### config.mk
export PLATFORM = sky130hd
export DESIGN_NAME = zx_display
export DESIGN_NICKNAME = d
export VERILOG_FILES = /design/src/source/zx_display_pkg.sv /design/src/source/display_if.sv /design/src/source/color_mixer.sv /design/src/source/glyph_fetch.sv /design/src/source/pixel_shifter.sv /design/src/source/zx_display.sv
export VERILOG_INCLUDE_DIRS = /design/src /design/src/source
export SDC_FILE = /design/constraint.sdc
export NUM_CORES = 2
export LEC_CHECK = 0
export ABC_AREA = 1
export BUFFER_PORTS_ARGS = -buffer_cell sky130_fd_sc_hd__buf_2
export CAP_MARGIN = 30
export CORE_ASPECT_RATIO = 1.1
export CORE_MARGIN = 3
export CORE_UTILIZATION = 45
export DETAILED_ROUTE_END_ITERATION = 16
export PLACE_DENSITY_LB_ADDON = 0.3
export REMOVE_ABC_BUFFERS = 1
export SLEW_MARGIN = 20
export SYNTH_ARGS = -nofsm -noshare
export SYNTH_HDL_FRONTEND = slang
export SYNTH_MEMORY_MAX_BITS = 65536
export SYNTH_SLANG_ARGS = --single-unit
### constraint.sdc
create_clock -name clk_sys -period 2.1 [get_ports clk_sys]
set_input_delay 0.105 -clock clk_sys [delete_from_list [all_inputs] [get_ports clk_sys]]
set_output_delay 0.105 -clock clk_sys [all_outputs]
set_load 0.02 [all_outputs]
### src/source/zx_display_params.svh
`ifndef ZX_DISPLAY_PARAMS_SVH
`define ZX_DISPLAY_PARAMS_SVH

// Cells the source may have in flight, equal to the shifter buffer depth
`define ZX_CELL_CREDITS 2

// clk_sys cycles per pixel, as the 6.5 MHz enable of the original machine
`define ZX_PIXEL_DIV 8

// Rows in one glyph
`define ZX_GLYPH_ROWS 8

// Font RAM size in bytes, 64 glyphs of 8 rows
`define ZX_FONT_DEPTH 512

`endif

### src/source/zx_display_pkg.sv
package zx_display_pkg;

`include "zx_display_params.svh"

	// Bit 7 inverse, bits 5..0 glyph index
	typedef logic [7:0] char_code_t;

	typedef logic [$clog2(`ZX_GLYPH_ROWS)-1:0] glyph_row_t;

	// Glyph index above the row
	typedef logic [$clog2(`ZX_FONT_DEPTH)-1:0] font_addr_t;

	// Leftmost pixel in bit 7
	typedef logic [7:0] glyph_bits_t;

	// Upper nibble for lit pixels, lower nibble for dark ones
	typedef logic [7:0] chroma_attr_t;

	// Intensity, green, red, blue
	typedef logic [3:0] igrb_t;

	typedef enum logic {
		st_border,
		st_glyph
	} shift_state_t;

endpackage

### src/source/display_if.sv
`timescale 1ns/1ns

// ==============================
// Cells from the fetch stage
// ==============================

interface cell_if;
	import zx_display_pkg::*;

	logic valid;
	char_code_t code;
	glyph_bits_t glyph;
	chroma_attr_t attr;
	// One pulse per cell taken out of the shifter buffer
	logic credit;

	modport fetch_side (
		output valid, code, glyph, attr,
		input credit
	);

	modport shift_side (
		input valid, code, glyph, attr,
		output credit
	);
endinterface

// ==============================
// Pixels from the shifter
// ==============================

interface pixel_if;
	import zx_display_pkg::*;

	logic pix_en;
	logic pix_bit;
	logic inverse;
	chroma_attr_t attr;
	logic border;

	modport shift_side (
		output pix_en, pix_bit, inverse, attr, border
	);

	modport mix_side (
		input pix_en, pix_bit, inverse, attr, border
	);
endinterface

### src/source/color_mixer.sv
`timescale 1ns/1ns

module color_mixer (
	input logic clk_sys,
	input logic reset,
	input logic invert_video,
	input logic black_border,
	input logic chroma_en,
	input zx_display_pkg::igrb_t chroma_border,
	pixel_if.mix_side pixels,
	output logic pix_valid,
	output zx_display_pkg::igrb_t pix_igrb,
	output logic pix_border
);
	import zx_display_pkg::*;

	logic lit;
	igrb_t igrb_next;

	// A set glyph bit is dark ink on a normal screen
	assign lit = ~(pixels.pix_bit ^ pixels.inverse ^ invert_video);

	// First matching rule wins
	always_comb begin
		if (pixels.border && black_border) begin
			igrb_next = '0;
		end else if (!chroma_en) begin
			igrb_next = {4{lit}};
		end else if (pixels.border) begin
			igrb_next = chroma_border;
		end else if (lit) begin
			igrb_next = pixels.attr[7:4];
		end else begin
			igrb_next = pixels.attr[3:0];
		end
	end

	always_ff @(posedge clk_sys) begin
		if (reset) begin
			pix_valid <= 1'b0;
		end else begin
			pix_valid <= pixels.pix_en;
		end
	end

	always_ff @(posedge clk_sys) begin
		if (pixels.pix_en) begin
			pix_igrb <= igrb_next;
			pix_border <= pixels.border;
		end
	end

endmodule

### src/source/glyph_fetch.sv
`timescale 1ns/1ns
`include "zx_display_params.svh"

module glyph_fetch (
	input logic clk_sys,
	input logic reset,
	input logic font_wr,
	input zx_display_pkg::font_addr_t font_addr,
	input zx_display_pkg::glyph_bits_t font_data,
	input logic cell_valid,
	input zx_display_pkg::char_code_t cell_code,
	input zx_display_pkg::glyph_row_t cell_row,
	input zx_display_pkg::chroma_attr_t cell_attr,
	output logic cell_credit,
	cell_if.fetch_side cells
);
	import zx_display_pkg::*;

	glyph_bits_t font_ram [`ZX_FONT_DEPTH];
	font_addr_t rd_addr;

	// Bit 6 of the code plays no part in the lookup
	assign rd_addr = {cell_code[5:0], cell_row};

	// Font load port
	always_ff @(posedge clk_sys) begin
		if (font_wr) begin
			font_ram[font_addr] <= font_data;
		end
	end

	// Glyph row read, code and attribute kept alongside
	always_ff @(posedge clk_sys) begin
		if (cell_valid) begin
			cells.glyph <= font_ram[rd_addr];
			cells.code <= cell_code;
			cells.attr <= cell_attr;
		end
	end

	always_ff @(posedge clk_sys) begin
		if (reset) begin
			cells.valid <= 1'b0;
		end else begin
			cells.valid <= cell_valid;
		end
	end

	// Credits go straight back to the source
	assign cell_credit = cells.credit;

endmodule

### src/source/pixel_shifter.sv
`timescale 1ns/1ns
`include "zx_display_params.svh"

module pixel_shifter (
	input logic clk_sys,
	input logic reset,
	cell_if.shift_side cells,
	pixel_if.shift_side pixels
);
	import zx_display_pkg::*;

	localparam int DIV_W = $clog2(`ZX_PIXEL_DIV);
	localparam int BUF_DEPTH = `ZX_CELL_CREDITS;
	localparam int PTR_W = (BUF_DEPTH > 1) ? $clog2(BUF_DEPTH) : 1;
	localparam int CNT_W = $clog2(BUF_DEPTH + 1);
	localparam int GLYPH_W = $bits(glyph_bits_t);
	localparam int BIT_W = $clog2(GLYPH_W);

	logic [DIV_W-1:0] div_cnt;
	logic pix_en;

	logic buf_inv [BUF_DEPTH];
	glyph_bits_t buf_glyph [BUF_DEPTH];
	chroma_attr_t buf_attr [BUF_DEPTH];
	logic [PTR_W-1:0] wr_ptr;
	logic [PTR_W-1:0] rd_ptr;
	logic [CNT_W-1:0] buf_cnt;
	logic buf_empty;

	shift_state_t state;
	logic [BIT_W-1:0] bit_cnt;
	glyph_bits_t shift_reg;
	logic cur_inv;
	chroma_attr_t cur_attr;
	logic in_glyph;
	logic cell_done;
	logic load;

	function automatic logic [PTR_W-1:0] next_ptr(input logic [PTR_W-1:0] ptr);
		if (ptr == PTR_W'(BUF_DEPTH - 1)) begin
			return '0;
		end
		return ptr + 1'b1;
	endfunction

	// ==============================
	// Pixel enable
	// ==============================

	always_ff @(posedge clk_sys) begin
		if (reset) begin
			div_cnt <= '0;
		end else if (pix_en) begin
			div_cnt <= '0;
		end else begin
			div_cnt <= div_cnt + 1'b1;
		end
	end

	assign pix_en = (div_cnt == DIV_W'(`ZX_PIXEL_DIV - 1));

	// ==============================
	// Cell buffer
	// ==============================

	// Only the inverse flag of the code matters from here on
	always_ff @(posedge clk_sys) begin
		if (cells.valid) begin
			buf_inv[wr_ptr] <= cells.code[7];
			buf_glyph[wr_ptr] <= cells.glyph;
			buf_attr[wr_ptr] <= cells.attr;
		end
	end

	always_ff @(posedge clk_sys) begin
		if (reset) begin
			wr_ptr <= '0;
			rd_ptr <= '0;
			buf_cnt <= '0;
		end else begin
			if (cells.valid) begin
				wr_ptr <= next_ptr(wr_ptr);
			end
			if (load) begin
				rd_ptr <= next_ptr(rd_ptr);
			end
			buf_cnt <= buf_cnt + CNT_W'(cells.valid) - CNT_W'(load);
		end
	end

	assign buf_empty = (buf_cnt == '0);

	// ==============================
	// Glyph shifter
	// ==============================

	assign in_glyph = (state == st_glyph);
	assign cell_done = pix_en && in_glyph && (bit_cnt == '1);

	// Back-to-back cells reload on the last pixel, no border gap
	assign load = !buf_empty && (!in_glyph || cell_done);

	always_ff @(posedge clk_sys) begin
		if (reset) begin
			state <= st_border;
			bit_cnt <= '0;
		end else if (load) begin
			state <= st_glyph;
			bit_cnt <= '0;
		end else if (cell_done) begin
			state <= st_border;
		end else if (pix_en && in_glyph) begin
			bit_cnt <= bit_cnt + 1'b1;
		end
	end

	always_ff @(posedge clk_sys) begin
		if (load) begin
			shift_reg <= buf_glyph[rd_ptr];
			cur_inv <= buf_inv[rd_ptr];
			cur_attr <= buf_attr[rd_ptr];
		end else if (pix_en) begin
			shift_reg <= {shift_reg[GLYPH_W-2:0], 1'b0};
		end
	end

	assign cells.credit = load;

	// Border pixels go out as bit 0, not inverted
	assign pixels.pix_en = pix_en;
	assign pixels.pix_bit = in_glyph & shift_reg[GLYPH_W-1];
	assign pixels.inverse = in_glyph & cur_inv;
	assign pixels.attr = cur_attr;
	assign pixels.border = !in_glyph;

endmodule

### src/source/zx_display.sv
`timescale 1ns/1ns

module zx_display (
	input logic clk_sys,
	input logic reset,

	// Font load
	input logic font_wr,
	input zx_display_pkg::font_addr_t font_addr,
	input zx_display_pkg::glyph_bits_t font_data,

	// Cell stream with credit return
	input logic cell_valid,
	input zx_display_pkg::char_code_t cell_code,
	input zx_display_pkg::glyph_row_t cell_row,
	input zx_display_pkg::chroma_attr_t cell_attr,
	output logic cell_credit,

	// Display options
	input logic invert_video,
	input logic black_border,
	input logic chroma_en,
	input zx_display_pkg::igrb_t chroma_border,

	// Pixel output
	output logic pix_valid,
	output zx_display_pkg::igrb_t pix_igrb,
	output logic pix_border
);

	cell_if cell_bus ();
	pixel_if pixel_bus ();

	glyph_fetch u_glyph_fetch (
		.clk_sys(clk_sys),
		.reset(reset),
		.font_wr(font_wr),
		.font_addr(font_addr),
		.font_data(font_data),
		.cell_valid(cell_valid),
		.cell_code(cell_code),
		.cell_row(cell_row),
		.cell_attr(cell_attr),
		.cell_credit(cell_credit),
		.cells(cell_bus.fetch_side)
	);

	pixel_shifter u_pixel_shifter (
		.clk_sys(clk_sys),
		.reset(reset),
		.cells(cell_bus.shift_side),
		.pixels(pixel_bus.shift_side)
	);

	color_mixer u_color_mixer (
		.clk_sys(clk_sys),
		.reset(reset),
		.invert_video(invert_video),
		.black_border(black_border),
		.chroma_en(chroma_en),
		.chroma_border(chroma_border),
		.pixels(pixel_bus.mix_side),
		.pix_valid(pix_valid),
		.pix_igrb(pix_igrb),
		.pix_border(pix_border)
	);

endmodule

==> impl_results.md <==
* Critical path data required time at 2.00 ns
* RSZ-0062 raised after global routing: true
* Setup Crit Path Kind: register to output port
* Status: finished, violations left
* Final Setup Violations at 1
* Post-route clock period utilization at 1.002
* Sequential cell area at between 100000 and 150000 um^2
* Max-cap violations at 0
* Setup crit end kind: output port
* Clk_skew at 0.06933 ns
* # DRC at 0
* Full die area at 383700 um^2
* Htree depth at 5
* Vias per std cell at roughly 5.6
* Yosys warns at 0
* Crit path DAT at 2.00 ns
* Slew margin rel. at 0.4696
* Final setup margin at -0.004578 ns
* Starting density of the core at 0.4534
* Die X at 590.9 um
* Slew Limit Fails at 0
* Routed Antenna Nets at 0
* Syn Inst Count at between 10k and 15k
* Worst-Skew Late Latency at 0.99 ns
* Hold WC Path Type: input pin to register
* Peak supply drop at just under 0.7 mV
* Top reg by flops: u_glyph_fetch.font_ram
* Final critical-path required period at around 2.1 ns
* Vias in the first global route at approximately 110k
* Die height at 649.4 um
* HPWL Detailed at 309.1 mm
* Fill count at 30.75k
* Unique masters post-synth at 23
* Reg clk slew, reported paths at 0.06 ns
* Register area share after synthesis at 0.7410
* Input/output buffers at 52
* Final hold violations at 0
* CP max FO at 3
* Area of the multi-input gates at 38970 um^2
* Total gr overflow at 0
* CP startpoint kind: register
* Mapped Area at around 170000 um^2
* DR vias at approximately 120k
* CTS tree: yes
* Clock Tree Root: clkbuf_16
* Gpl congestion at between 0.9 and 1
* Clock sinks at 4183
* Static leakage at 71.85 nW
* Core area at 373400 um^2
* Crit Reg-Reg Startpoint: u_glyph_fetch.font_ram[337][7]
* Total power at 178.7 mW
* Largest register FFs at between 4k and 5k
* CTS Buffer Depth at 4
* WL/cell at 23.98 um
* Post-route cell area at 199900 um^2
* Pwr dens at 894.1 nW/um^2
* HP Start: font_wr
* Post-DP Area at 185700 um^2
* Share of layout cells above drive strength 1 at 0.1397
* Row cnt at about 240
* Ports at 54
* Least-Margin Pin Slew at 0.7955 ns
* Syn avg cell area at about 12 um^2
* Overall routed net length at between 400 and 500 mm
* Fin util at 0.5352
* Setup Total Neg Slack at -0.004578 ns
* F_max at 0.4752 GHz
* Total CTS buffers at 412
* CP Launch Point: u_pixel_shifter.div_cnt[0]
* P&R area growth vs syn at 18.03%
* First-pass GRT wire length at a little over 700 mm
* Largest net degree at the start of global routing at 110
* Nets at approximately 15k
* Initial DRC count at 14.31k
* 1st-pass router iterations at 7
* Yosys reg bits at 4183
* Failing checks: setup timing
* Top Registers: u_glyph_fetch.font_ram: 4096 flops, u_pixel_shifter.buf_attr: 16 flops, u_pixel_shifter.buf_glyph: 16 flops
* Initial antenna violation count at 21
* GR Util All Layers at 0.2488
## final timing paths
kind / endpoint / cells past startpoint / slack (ns)
worst max-delay path: cell_credit / 5 / -0.005
worst min-delay path: u_glyph_fetch.font_ram[358][2] / 7 / 0.08
worst max register to register: u_glyph_fetch.cells.glyph[7] / 11 / 0.02
worst min register to register: u_pixel_shifter.div_cnt[0] / 1 / 0.43
## through the flow
stage | worst slack [ns] | hold slack [ns] | std cells
after floorplan | -8.456 | 0.1741 | 13130
after global placement | -1.257 | 0.2848 | 19610
after detailed placement | -1.165 | 0.2842 | 19610
after CTS | -0.1769 | 0.002453 | 20420
after global routing | -0.07746 | 0.07648 | 20430
final | -0.004578 | 0.08434 | 20430
## worst max-delay path: stages (launching register included)
cell,delay [ns]
dfxtp_2,0.33
ha_4,0.16
ha_4,0.16
a21oi_4,0.19
a21oi_4,0.06
buf_8,0.13
## power breakdown
group          switching, mW  total (mW)  leakage, nW  internal, mW
Sequential             0.186        92.3         37.6          92.1
Clock                   31.5        74.2         6.58          42.7
Combinational           8.53        12.3         27.7          3.73
Total                   40.2         179         71.8           139
## final cells by class
class / count / area share
flip-flops and latches: 4183 / 0.6278
multi-input cells: 8890 / 0.1950
repair buffers: 1554 / 0.07726
clock buffers: 509 / 0.05410
well taps: 4977 / 0.03116
clock inverters: 250 / 0.01318
inverters: 57 / 0.001352
diodes: 9 / 0.0001127
## routing by layer
metal,part of all wire,GRT usage,vias up
met5,0.00016,0,-
met3,0.082,0.03456,1005
met2,0.48,0.4054,5450
met4,0.048,0.1046,10
met1,0.39,0.3356,56390
li1,-,-,52250
## timing repair
| item | in CTS | in global routing |
|---|---|---|
| gates resized for setup | 32 | 15 |
| pin swaps | 2 | 2 |
| cloned | 1 | 0 |
| endpoints found under the setup margin | 9 | 18 |
| setup buffers | 3 | 2 |
| hold buffers | 43 | 0 |
| hold endpoints to repair | 3936 | 0 |
## synth_stat cells
| master | instances | area [um^2] |
|---|---|---|
| xor2_1 | 2 | 17.52 |
| mux2_2 | 2 | 22.52 |
| buf_8 | 1 | 15.01 |
| ha_1 | 5 | 62.56 |
| a31oi_1 | 7 | 43.79 |
| inv_1 | 51 | 191.4 |
| nand2_1 | 4219 | 15840 |
| dfxtp_1 | 14 | 280.3 |
| nand3_1 | 4083 | 20430 |
| o21ai_0 | 11 | 55.05 |
| a21oi_1 | 11 | 55.05 |
| nor2_1 | 536 | 2012 |
| buf_2 | 543 | 2718 |
| inv_4 | 2 | 12.51 |
| buf_4 | 142 | 1066 |
| clkbuf_1 | 201 | 754.5 |
| buf_6 | 12 | 135.1 |
| buf_1 | 89 | 334.1 |
| inv_2 | 3 | 11.26 |
| clkinv_1 | 1 | 3.750 |
| edfxtp_1 | 4169 | 125200 |
| nor3_1 | 12 | 60.06 |
| or2_2 | 2 | 12.51 |
## cells in the final DEF, fill, tap and decap left out, types with 9 or more instances in the layout
cell type	instances
o21ai_0	11
dfxtp_1	11
clkbuf_16	418
clkinv_2	82
nor2_1	534
buf_8	12
inv_6	15
clkbuf_1	90
nor3_1	11
buf_2	37
diode_2	9
edfxtp_1	4169
buf_12	291
clkinv_1	84
inv_1	48
a21oi_1	9
nand2_4	15
bufinv_16	50
dlygate4sd3_1	43
nand3_2	15
nand2_1	4204
nand3_1	4061
buf_4	1169
## cells by family after synthesis
| group | after synthesis | share of synthesized area |
|---|---|---|
| simple gates | 8852 | 0.2265 |
| compound gates | 29 | 0.0009089 |
| fa+ha+maj | 5 | 0.0003695 |
| mux | 2 | 0.0001330 |
| flops | 4183 | 0.7410 |
| buf+inv | 1045 | 0.03095 |
| xor+xnor | 2 | 0.0001035 |
Power figures use the tool's default switching activity.
